--- config.mk ---
export PLATFORM = sky130hd
export DESIGN_NAME = cache_top
export DESIGN_NICKNAME = d
export VERILOG_FILES = /design/src/rtl/cache_pkg.sv /design/src/rtl/cache_back_end.sv /design/src/rtl/cache_front_end.sv /design/src/rtl/cache_memory.sv /design/src/rtl/cache_top.sv /design/src/rtl/cache_wtbuf.sv
export VERILOG_INCLUDE_DIRS = /design/src /design/src/include
export SDC_FILE = /design/constraint.sdc
export NUM_CORES = 2
export LEC_CHECK = 0
export BUFFER_PORTS_ARGS = -buffer_cell sky130_fd_sc_hd__buf_2
export CORE_ASPECT_RATIO = 1.25
export CORE_MARGIN = 8
export CORE_UTILIZATION = 55
export CTS_CLUSTER_SIZE = 14
export DETAILED_ROUTE_END_ITERATION = 10
export GPL_TIMING_DRIVEN = 0
export PLACE_DENSITY = 0.71
export SLEW_MARGIN = 0
export SYNTH_ARGS = -nofsm -noshare
export SYNTH_HDL_FRONTEND = slang
export SYNTH_SLANG_ARGS = --single-unit
--- constraint.sdc ---
create_clock -name clk -period 5.4 [get_ports clk]
set_input_delay 1.08 -clock clk [delete_from_list [all_inputs] [get_ports clk]]
set_output_delay 1.08 -clock clk [all_outputs]
set_load 0.02 [all_outputs]
--- src/include/cache_defs.svh ---
// cache sizing macros for address, word, line and write-through buffer widths
`ifndef CACHE_DEFS_SVH
`define CACHE_DEFS_SVH

// byte address and word widths
`define CACHE_ADDR_W 16
`define CACHE_DATA_W 32
`define CACHE_NBYTES_W 2
`define CACHE_NBYTES (1 << `CACHE_NBYTES_W)

// direct-mapped geometry, 16 lines of 4 words
`define CACHE_NLINES_W 4
`define CACHE_WORD_OFFSET_W 2

// word address = tag | line index | word offset
`define CACHE_WADDR_W (`CACHE_ADDR_W - `CACHE_NBYTES_W)
`define CACHE_LADDR_W (`CACHE_WADDR_W - `CACHE_WORD_OFFSET_W)
`define CACHE_TAG_W (`CACHE_LADDR_W - `CACHE_NLINES_W)

// write-through buffer holds 2**depth entries
`define CACHE_WTBUF_DEPTH_W 2

`endif

--- src/rtl/cache_pkg.sv ---
// cache package: request, buffer-entry and memory-bus structs, FSM states and bus opcodes
`include "cache_defs.svh"

package cache_pkg;

   // registered front-end request, nonzero wstrb marks a write
   typedef struct packed {
      logic [`CACHE_WADDR_W-1:0] addr;
      logic [`CACHE_DATA_W-1:0]  wdata;
      logic [`CACHE_NBYTES-1:0]  wstrb;
   } cache_req_t;

   // one pending write-through
   typedef struct packed {
      logic [`CACHE_WADDR_W-1:0] addr;
      logic [`CACHE_DATA_W-1:0]  wdata;
      logic [`CACHE_NBYTES-1:0]  wstrb;
   } wt_entry_t;

   typedef enum logic {
      MEM_READ  = 1'b0,
      MEM_WRITE = 1'b1
   } mem_op_t;

   // word-wide memory bus request
   typedef struct packed {
      mem_op_t                   op;
      logic [`CACHE_WADDR_W-1:0] addr;
      logic [`CACHE_DATA_W-1:0]  wdata;
      logic [`CACHE_NBYTES-1:0]  wstrb;
   } mem_req_t;

   typedef enum logic [2:0] {
      C_IDLE,
      C_LOOKUP,
      C_WAIT_WTB,
      C_FILL,
      C_REPLY
   } cache_state_t;

   typedef enum logic [1:0] {
      BE_IDLE,
      BE_WRITE,
      BE_READ
   } be_state_t;

endpackage

--- src/rtl/cache_back_end.sv ---
// cache back end: memory-bus master that drains the write-through buffer and fetches fill lines
`include "cache_defs.svh"

module cache_back_end
   import cache_pkg::*;
(
   input  logic                            clk,
   input  logic                            arst_n,
   input  wt_entry_t                       wt_head,
   input  logic                            wt_valid,
   output logic                            wt_pop,
   input  logic                            fill_req,
   input  logic [`CACHE_LADDR_W-1:0]       fill_addr,
   output logic                            fill_we,
   output logic [`CACHE_WORD_OFFSET_W-1:0] fill_word,
   output logic [`CACHE_DATA_W-1:0]        fill_data,
   output logic                            fill_done,
   output logic                            mem_req,
   output mem_req_t                        mem,
   input  logic [`CACHE_DATA_W-1:0]        mem_rdata,
   input  logic                            mem_ack
);

   be_state_t state;

   logic [`CACHE_WORD_OFFSET_W-1:0] fill_cnt;
   logic                            last_word;

   assign last_word = (fill_cnt == '1);

   always_ff @(posedge clk or negedge arst_n) begin
      if (!arst_n) begin
         state    <= BE_IDLE;
         mem_req  <= 1'b0;
         fill_cnt <= '0;
      end else begin
         unique case (state)
            BE_IDLE: begin
               // buffered writes go first
               if (wt_valid) begin
                  state   <= BE_WRITE;
                  mem_req <= 1'b1;
               end else if (fill_req) begin
                  state    <= BE_READ;
                  mem_req  <= 1'b1;
                  fill_cnt <= '0;
               end
            end
            BE_WRITE: begin
               if (mem_ack) begin
                  state   <= BE_IDLE;
                  mem_req <= 1'b0;
               end
            end
            BE_READ: begin
               if (mem_ack) begin
                  if (last_word) begin
                     state   <= BE_IDLE;
                     mem_req <= 1'b0;
                  end else begin
                     fill_cnt <= fill_cnt + 1'b1;
                  end
               end
            end
            default: state <= BE_IDLE;
         endcase
      end
   end

   // bus payload, reloaded at the start of each transfer
   always_ff @(posedge clk) begin
      if (state == BE_IDLE) begin
         if (wt_valid) begin
            mem.op    <= MEM_WRITE;
            mem.addr  <= wt_head.addr;
            mem.wdata <= wt_head.wdata;
            mem.wstrb <= wt_head.wstrb;
         end else if (fill_req) begin
            mem.op    <= MEM_READ;
            mem.addr  <= {fill_addr, {`CACHE_WORD_OFFSET_W{1'b0}}};
            mem.wdata <= '0;
            mem.wstrb <= '0;
         end
      end else if (state == BE_READ && mem_ack && !last_word) begin
         mem.addr <= {fill_addr, fill_cnt + 1'b1};
      end
   end

   // entry leaves the buffer only once memory has taken it
   assign wt_pop = (state == BE_WRITE) && mem_ack;

   assign fill_we   = (state == BE_READ) && mem_ack;
   assign fill_word = fill_cnt;
   assign fill_data = mem_rdata;
   // done comes with the last word
   assign fill_done = fill_we && last_word;

   a_bus_hold: assert property (@(posedge clk) disable iff (!arst_n)
      mem_req && !mem_ack |=> mem_req && $stable(mem));

endmodule

--- src/rtl/cache_front_end.sv ---
// cache front end: registers the native request and returns rdata/ack
`include "cache_defs.svh"

module cache_front_end
   import cache_pkg::*;
(
   input  logic                     clk,
   input  logic                     arst_n,
   input  logic                     req,
   input  logic [`CACHE_ADDR_W-1:0] addr,
   input  logic [`CACHE_DATA_W-1:0] wdata,
   input  logic [`CACHE_NBYTES-1:0] wstrb,
   output logic [`CACHE_DATA_W-1:0] rdata,
   output logic                     ack,
   output logic                     data_req,
   output cache_req_t               data_reg,
   input  logic [`CACHE_DATA_W-1:0] data_rdata,
   input  logic                     data_ack
);

   // busy from capture until the cache memory acks
   always_ff @(posedge clk or negedge arst_n) begin
      if (!arst_n) begin
         data_req <= 1'b0;
      end else if (data_req) begin
         if (data_ack) begin
            data_req <= 1'b0;
         end
      end else if (req) begin
         data_req <= 1'b1;
      end
   end

   // byte offset dropped, the cache works on word addresses
   always_ff @(posedge clk) begin
      if (!data_req && req) begin
         data_reg.addr  <= addr[`CACHE_ADDR_W-1:`CACHE_NBYTES_W];
         data_reg.wdata <= wdata;
         data_reg.wstrb <= wstrb;
      end
   end

   assign rdata = data_rdata;
   assign ack   = data_ack;

   a_req_held: assert property (@(posedge clk) disable iff (!arst_n)
      data_req |=> $stable(data_reg));

   // the cache memory only answers a request that is pending
   a_ack_owned: assert property (@(posedge clk) disable iff (!arst_n)
      data_ack |-> data_req);

endmodule

--- src/rtl/cache_memory.sv ---
// cache memory: tag, valid and data arrays, hit detection, line-fill FSM and write-through issue
`include "cache_defs.svh"

module cache_memory
   import cache_pkg::*;
(
   input  logic                           clk,
   input  logic                           arst_n,
   input  logic                           data_req,
   input  cache_req_t                     data_reg,
   output logic [`CACHE_DATA_W-1:0]       data_rdata,
   output logic                           data_ack,
   input  logic                           invalidate,
   output logic                           wt_push,
   output wt_entry_t                      wt_entry,
   input  logic                           wt_full,
   input  logic                           wt_empty,
   output logic                           fill_req,
   output logic [`CACHE_LADDR_W-1:0]      fill_addr,
   input  logic                           fill_we,
   input  logic [`CACHE_WORD_OFFSET_W-1:0] fill_word,
   input  logic [`CACHE_DATA_W-1:0]       fill_data,
   input  logic                           fill_done
);

   localparam int NLINES = 1 << `CACHE_NLINES_W;
   localparam int NWORDS = 1 << (`CACHE_NLINES_W + `CACHE_WORD_OFFSET_W);

   cache_state_t state, state_nxt;

   logic [`CACHE_TAG_W-1:0]  tag_mem [NLINES];
   logic [`CACHE_DATA_W-1:0] data_mem [NWORDS];
   logic [NLINES-1:0]        valid;

   logic [`CACHE_TAG_W-1:0]         req_tag;
   logic [`CACHE_NLINES_W-1:0]      req_index;
   logic [`CACHE_WORD_OFFSET_W-1:0] req_word;
   logic                            is_write;
   logic                            hit;
   logic                            write_hit;

   // split of the word address
   assign req_tag   = data_reg.addr[`CACHE_WADDR_W-1 -: `CACHE_TAG_W];
   assign req_index = data_reg.addr[`CACHE_WORD_OFFSET_W +: `CACHE_NLINES_W];
   assign req_word  = data_reg.addr[`CACHE_WORD_OFFSET_W-1:0];
   assign is_write  = |data_reg.wstrb;

   assign hit       = valid[req_index] && (tag_mem[req_index] == req_tag);
   assign write_hit = wt_push && hit;

   always_comb begin
      state_nxt = state;
      data_ack  = 1'b0;
      wt_push   = 1'b0;
      unique case (state)
         C_IDLE: begin
            if (data_req) begin
               state_nxt = C_LOOKUP;
            end
         end
         C_LOOKUP: begin
            if (is_write) begin
               // writes stall here while the buffer is full
               if (!wt_full) begin
                  wt_push   = 1'b1;
                  data_ack  = 1'b1;
                  state_nxt = C_IDLE;
               end
            end else if (hit) begin
               data_ack  = 1'b1;
               state_nxt = C_IDLE;
            end else begin
               state_nxt = C_WAIT_WTB;
            end
         end
         C_WAIT_WTB: begin
            // pending writes must reach memory before the line is read
            if (wt_empty) begin
               state_nxt = C_FILL;
            end
         end
         C_FILL: begin
            if (fill_done) begin
               state_nxt = C_REPLY;
            end
         end
         C_REPLY: begin
            data_ack  = 1'b1;
            state_nxt = C_IDLE;
         end
         default: state_nxt = C_IDLE;
      endcase
   end

   always_ff @(posedge clk or negedge arst_n) begin
      if (!arst_n) begin
         state <= C_IDLE;
      end else begin
         state <= state_nxt;
      end
   end

   assign fill_req  = (state == C_FILL);
   assign fill_addr = data_reg.addr[`CACHE_WADDR_W-1:`CACHE_WORD_OFFSET_W];

   assign wt_entry.addr  = data_reg.addr;
   assign wt_entry.wdata = data_reg.wdata;
   assign wt_entry.wstrb = data_reg.wstrb;

   assign data_rdata = data_mem[{req_index, req_word}];

   // fill words arrive in order, hit writes merge under wstrb
   always_ff @(posedge clk) begin
      if (fill_we) begin
         data_mem[{req_index, fill_word}] <= fill_data;
      end else if (write_hit) begin
         for (int b = 0; b < `CACHE_NBYTES; b++) begin
            if (data_reg.wstrb[b]) begin
               data_mem[{req_index, req_word}][8*b +: 8] <= data_reg.wdata[8*b +: 8];
            end
         end
      end
   end

   always_ff @(posedge clk) begin
      if (fill_done) begin
         tag_mem[req_index] <= req_tag;
      end
   end

   always_ff @(posedge clk or negedge arst_n) begin
      if (!arst_n) begin
         valid <= '0;
      end else if (invalidate) begin
         valid <= '0;
      end else if (fill_done) begin
         valid[req_index] <= 1'b1;
      end
   end

   a_push_room: assert property (@(posedge clk) disable iff (!arst_n)
      wt_push |-> !wt_full);

   // reads never overtake buffered writes
   a_fill_ordered: assert property (@(posedge clk) disable iff (!arst_n)
      fill_req |-> wt_empty);

endmodule

--- src/rtl/cache_top.sv ---
// cache top level: front end, cache memory, write-through buffer and back end
`include "cache_defs.svh"

module cache_top
   import cache_pkg::*;
(
   input  logic                     clk,
   input  logic                     arst_n,
   input  logic                     req,
   input  logic [`CACHE_ADDR_W-1:0] addr,
   input  logic [`CACHE_DATA_W-1:0] wdata,
   input  logic [`CACHE_NBYTES-1:0] wstrb,
   output logic [`CACHE_DATA_W-1:0] rdata,
   output logic                     ack,
   input  logic                     invalidate,
   output logic                     wtb_empty,
   output logic                     mem_req,
   output mem_req_t                 mem,
   input  logic [`CACHE_DATA_W-1:0] mem_rdata,
   input  logic                     mem_ack
);

   // front end to cache memory
   logic                     data_req;
   cache_req_t               data_reg;
   logic [`CACHE_DATA_W-1:0] data_rdata;
   logic                     data_ack;

   // write-through path
   logic      wt_push;
   wt_entry_t wt_entry;
   logic      wt_full;
   wt_entry_t wt_head;
   logic      wt_valid;
   logic      wt_pop;

   // line fill
   logic                            fill_req;
   logic [`CACHE_LADDR_W-1:0]       fill_addr;
   logic                            fill_we;
   logic [`CACHE_WORD_OFFSET_W-1:0] fill_word;
   logic [`CACHE_DATA_W-1:0]        fill_data;
   logic                            fill_done;

   cache_front_end u_front_end (.*);

   // buffer empty flag also leaves the chip as wtb_empty
   cache_memory u_memory (
      .wt_empty (wtb_empty),
      .*
   );

   cache_wtbuf u_wtbuf (
      .wt_empty (wtb_empty),
      .*
   );

   cache_back_end u_back_end (.*);

endmodule

--- src/rtl/cache_wtbuf.sv ---
// write-through buffer: circular FIFO of pending write entries with full and empty flags
`include "cache_defs.svh"

module cache_wtbuf
   import cache_pkg::*;
(
   input  logic      clk,
   input  logic      arst_n,
   input  logic      wt_push,
   input  wt_entry_t wt_entry,
   input  logic      wt_pop,
   output wt_entry_t wt_head,
   output logic      wt_valid,
   output logic      wt_full,
   output logic      wt_empty
);

   localparam int AW    = `CACHE_WTBUF_DEPTH_W;
   localparam int DEPTH = 1 << AW;

   wt_entry_t fifo_mem [DEPTH];

   // extra msb tells full from empty
   logic [AW:0] wr_ptr;
   logic [AW:0] rd_ptr;

   always_ff @(posedge clk or negedge arst_n) begin
      if (!arst_n) begin
         wr_ptr <= '0;
         rd_ptr <= '0;
      end else begin
         if (wt_push) begin
            wr_ptr <= wr_ptr + 1'b1;
         end
         if (wt_pop) begin
            rd_ptr <= rd_ptr + 1'b1;
         end
      end
   end

   always_ff @(posedge clk) begin
      if (wt_push) begin
         fifo_mem[wr_ptr[AW-1:0]] <= wt_entry;
      end
   end

   assign wt_head  = fifo_mem[rd_ptr[AW-1:0]];
   assign wt_empty = (wr_ptr == rd_ptr);
   assign wt_full  = (wr_ptr[AW] != rd_ptr[AW]) && (wr_ptr[AW-1:0] == rd_ptr[AW-1:0]);
   assign wt_valid = !wt_empty;

   a_no_overflow: assert property (@(posedge clk) disable iff (!arst_n)
      !(wt_push && wt_full) && !(wt_pop && wt_empty));

endmodule

# ---- Word-level counts from Yosys, hierarchy flattened
# Memory sizes are Yosys's and may differ from the RTL's. A register that Yosys moved wholly into a read port is not among the register bits.
# Cells that the tools add are included.
# Widths: inputs -> output; s select.
dict set report totals {
  output_inout_bits 86
  word_cells 142
  ff_bits 132
  mem_count 3
  inputBits 89
  ram_bits 2376
}
dict set report classes {
  n_bitwise 1
  muxes 70
  n_reduce_logical 25
  order_cmp 2
  eq_ne 23
  n_addsub 3
}
# memory depth width read_ports rd_clocked_by_memory_dff wr line
set memory_table {}
lappend memory_table {u_memory.data_mem 64 32 1 1 1 cache_memory.sv:32} ;# logic [`CACHE_DATA_W-1:0] data_mem [NWORDS];
lappend memory_table {u_wtbuf.fifo_mem 4 50 1 0 1 cache_wtbuf.sv:21} ;# wt_entry_t fifo_mem [DEPTH];
lappend memory_table {u_memory.tag_mem 16 8 1 1 1 cache_memory.sv:31} ;# logic [`CACHE_TAG_W-1:0] tag_mem [NLINES];
# op count
set ops {}
lappend ops {{$mux 51} 1}
lappend ops {{$mux 50} 1}
lappend ops {{$mux 1} 37}
lappend ops {{$mux 16} 2}
lappend ops {{$mux 32} 1}
lappend ops {{$reduce_or 32->1} 1}
lappend ops {{$mux 14} 2}
lappend ops {{$mux 2} 10}
lappend ops {{$or 16x16->16} 1}
lappend ops {{$mux 3} 5}
lappend ops {{$ne 2x2->1 const B} 7}
lappend ops {{$mux 6} 2}
lappend ops {{$pmux 3 s4} 1}
lappend ops {{$reduce_and 5->1} 2}
lappend ops {{$logic_and 1x1->1} 9}
lappend ops {{$eq 8x8->1} 1}
lappend ops {{$mux 4} 2}
lappend ops {{$reduce_and 4->1} 2}
lappend ops {{$add 3x1->3 const B} 2}
lappend ops {{$eq 3x2->1 const B} 2}
lappend ops {{$ne 2x1->1 const B} 3}
lappend ops {{$ne 3x3->1 const B} 2}
lappend ops {{$pmux 2 s3} 1}
lappend ops {{$reduce_bool 2->1} 3}
lappend ops {{21 further kinds} 24}

# ---- Logic depth before layout (Yosys ltp)
dict set report depth {
  ltp_word 11
  depth_mapped 14
  ltp_nobuf 8
}

# ---- Cells and area by module
# A second synthesis with hierarchy kept.
dict set report unflattened {
  cells_unflattened 4345
  hier_area_um2 97928.9
}
# mod seq_area_each_um2 cells_per_inst area_each_um2 n_inst
set by_module_without_submodules {}
lappend by_module_without_submodules {cache_memory 65818.1 3781 85819.8 1}
lappend by_module_without_submodules {cache_wtbuf 6155.9 293 7631.1 1}
lappend by_module_without_submodules {cache_back_end 1656.6 184 2688.8 1}
lappend by_module_without_submodules {cache_front_end 1526.5 87 1789.2 1}

# ---- Least setup slack after synthesis
# Ideal clock, no wire load.
dict set report synth_path {
  path_type {flip-flop to flip-flop}
  startpoint {register u_wtbuf.rd_ptr[0]}
  endpoint {register, netlist name u_back_end.mem[36]}
  path_stages_with_launch 7
  setup_time_ns 0.331
  path_slack_ns 0.742
  path_buffers 1
  period_less_slack_ns 4.658
  arrival_ns 4.327
  t_required_ns 5.069
  cell_sequence {dfrtp_1 -> buf_2 -> xnor2_1 -> nand3_1 -> inv_1 -> a21boi_0 -> or2_2}
}
dict set report synth_via {
  elab_chain_cells 3
}
# item line
set synth_rtl {}
lappend synth_rtl {{start: declaration} cache_wtbuf.sv:25} ;# logic [AW:0] rd_ptr;
lappend synth_rtl {{start signal: assignment} cache_wtbuf.sv:36} ;# rd_ptr <= rd_ptr + 1'b1;
lappend synth_rtl {{$eq 3x3->1} cache_wtbuf.sv:48} ;# assign wt_empty = (wr_ptr == rd_ptr);
lappend synth_rtl {{net wtb_empty} cache_top.sv:16} ;# output logic wtb_empty,
lappend synth_rtl {{$ne 3x3->1 (no source line)} -}
lappend synth_rtl {{$reduce_and 2->1 (no source line)} -}
# The timed path passes the listed nets, and every way through them passes these cells.
# A chain may end at the register's enable or synchronous reset.

==> flow_summary.toml <==
[setup_path]
max_stage_delay_ps = 970
crit_arrival_ps = 6140
cp-end-kind = "flip-flop"
path_buf_inv = 5
path_max_fanout = 11
cpMaxStageDelayCell = "a211oi_2"
worst-setup-path-type = "reg -> reg"
startpoint_type = "flip-flop"
critical-path-top-delay-family = "buffers and inverters"
path_cells = "buf_6, buf_4, buf_4, mux4_2, a221oi_2, xor2_1, o21a_1, and4_1, buf_6, nand4_1, buf_2, a211oi_2"
worstPathRequired_ps = 5880

[clock_network]
clock-sinks = 2514
cts_tree = "done"
cts-buffers-inserted = 225
clkTransAtPathRegs_ps = 60
htree_levels = 4
clk_latency_ps = 890
cts-root-buf = "clkbuf_16"
clock_path_buffers = 3

[detailed_routing]
route.detailed.drc = 0
firstDrtPassIters = 9
wl_per_cell_um = 36.3
avgViaCountPerCell = 6.72
drt_wl_total_um = 262000
detail-route-antenna-nets = 0
vias = 48524
drt_iter0_drc = 6027

[finish]
layout_common_cells = "edfxtp_1, mux4_2, buf_2"
drive_gt1_share_pct = 37.3
largest_register_ff_count = 2048
layout_commonest_cell = "edfxtp_1"
nNetsFinal = 4751
regMostFlops = "u_memory.data_mem"
utilization_pct = 62.3
syn_to_final_growth_pct = 12.7

[logic_synthesis]
netlist_instances = 4205
avgSynthCellArea_sq_um = 23.6
async_flop_share_pct = 1.23
muxShareOfSynthArea_pct = 17.9
synth_edf_count = 2477
ys_seq_elements = 2514
yosys.area_share.simple_pct = 1.09
synth_area_sq_um = 99100
synth_cell_types = 62
synth_top_family_by_area = "multiplexers"
yosysSeqAreaShare_pct = 76.0
synth-compound-area-share_pct = 3.44
yosys_warnings = 0
synthAdderAreaFrac_pct = 0.126
yosys_most_used_dff = "edfxtp_1"
synth_xor_xnor_area_share_pct = 0.0972
syn_nets = 4304

[global_route]
grt-ovfl-total = 0
grt_start_max_net_pins = 65
antenna_found_initial = 15
grt_pass1_vias = 49429
grt_pass1_wl_um = 368000
grtUsageTotal_pct = 26.7

[job]
cap_violations = 1

[sta]
setup_tns_ps = -24040
setup_violations = 327
skew_ps = 44.3
period_share_pct = 105
maxSlewViolCount = 11
finalHoldViolCount = 0
tightestPinTransition_ps = 1610
rsz0062_at_grt = "yes"
slew-limit-headroom_pct = -7.01
max_freq_ghz = 0.177
setup_ws_ps = -260
fin_crit_ps = 5660

[floorplan]
coreArea_sq_um = 179000
fp.dieArea_sq_um = 194000
initial_utilization_pct = 55.2
rows = 174
die_h_um = 491
fp.dieW_um = 396
io_pins = 175

[run_status]
status = "finished, violations left"
violations = "capacitance limit, slew limit, setup timing"

[placed_design]
pre_cts_ws_ps = -1150
place_congestion = 0.925
port_buffers = 172
dpl.hpwl_um = 180000

[min_path]
min_path_type = "in -> async"

[pwr]
ir_drop_mv = 0.593
p_leak_uw = 0.0343
cellPowerDensity_nw_per_um2 = 423
total_power_uw = 47300
-- cell type report --
type	count	area (sq um)
inverter	10	37.5
clock inverter	125	1070
fill	12024	67700
clock buffer	285	5910
sequential	2514	75300
antenna	6	15.0
multi-input combinational	1395	23200
buffer	284	1840
tap	2376	2970
timing repair buffer	222	1340
-- through the flow --
step                      hold WS (ps)  cell area [sq um]  std cells
after floorplan                    461              99100       4205
after global placement             476             103000       6753
after detailed placement           479             104000       6793
after CTS                          248             111000       7204
after global routing               301             112000       7212
final                              281             112000       7217
-- logic make-up after synthesis --
| family | after synthesis |
|---|---|
| compound gates | 327 |
| xor+xnor | 11 |
| fa+ha+maj | 10 |
| buf+inv | 296 |
| flops | 2514 |
| mux | 838 |
| simple gates | 209 |
-- cell usage after synthesis (all sizes together), types with 7 or more instances --
library cell,n,area [sq um]
a211oi,256,2820
and2,44,275
clkbuf,141,529
o21ai,19,95.1
nor3,14,70.1
edfxtp,2477,74400
a22oi,7,52.6
mux2,60,676
mux4,739,16600
nor2,54,203
a22o,9,78.8
buf,145,810
ha,10,125
mux2i,39,390
xnor2,9,78.8
inv,10,37.5
nor2b,15,93.8
dfrtp,31,776
nand3,10,50.1
nand2,40,150
-- what timing repair did --
item | in CTS | in global routing
pin swaps | 0 | 1
hold buffers | 0 | 0
endpoints found under the setup margin | 3564 | 1862
setup buffers | 3 | 5
gates resized for setup | 311 | 81
-- routing by layer --
| metal | routed length, um | global-route usage [%] | up-vias |
|---|---|---|---|
| li1 | - | - | 19044 |
| met1 | 91000 | 32.5 | 25901 |
| met2 | 131000 | 44.6 | 2862 |
| met3 | 24000 | 6.62 | 709 |
| met4 | 16000 | 13.4 | 8 |
| met5 | 54 | 0 | - |
-- power by group --
part | switching [uW] | leakage, uW | internal, uW
Clock | 7050 | 0.00340 | 8350
Combinational | 5710 | 0.00809 | 3600
Sequential | 306 | 0.0228 | 22200
Total | 13100 | 0.0343 | 34200
-- worst paths after layout --
check                                                      end  slack (ps)  cells after the start
setup / recovery           u_memory.data_mem[44][27]$_DFFE_PP_        -260                     12
hold / removal                  u_back_end.mem_req$_DFFE_PN0P_         280                      1
setup reg to reg           u_memory.data_mem[44][27]$_DFFE_PP_        -260                     12
hold reg to reg                  u_wtbuf.wr_ptr[2]$_DFFE_PN0N_         490                      1
max in group asynchronous        u_memory.valid[9]$_DFFE_PN0P_        4630                      1
min in group clk            u_front_end.data_reg[10]$_DFFE_PP_         370                      1
No activity file was read; power rests on OpenSTA's default activity.
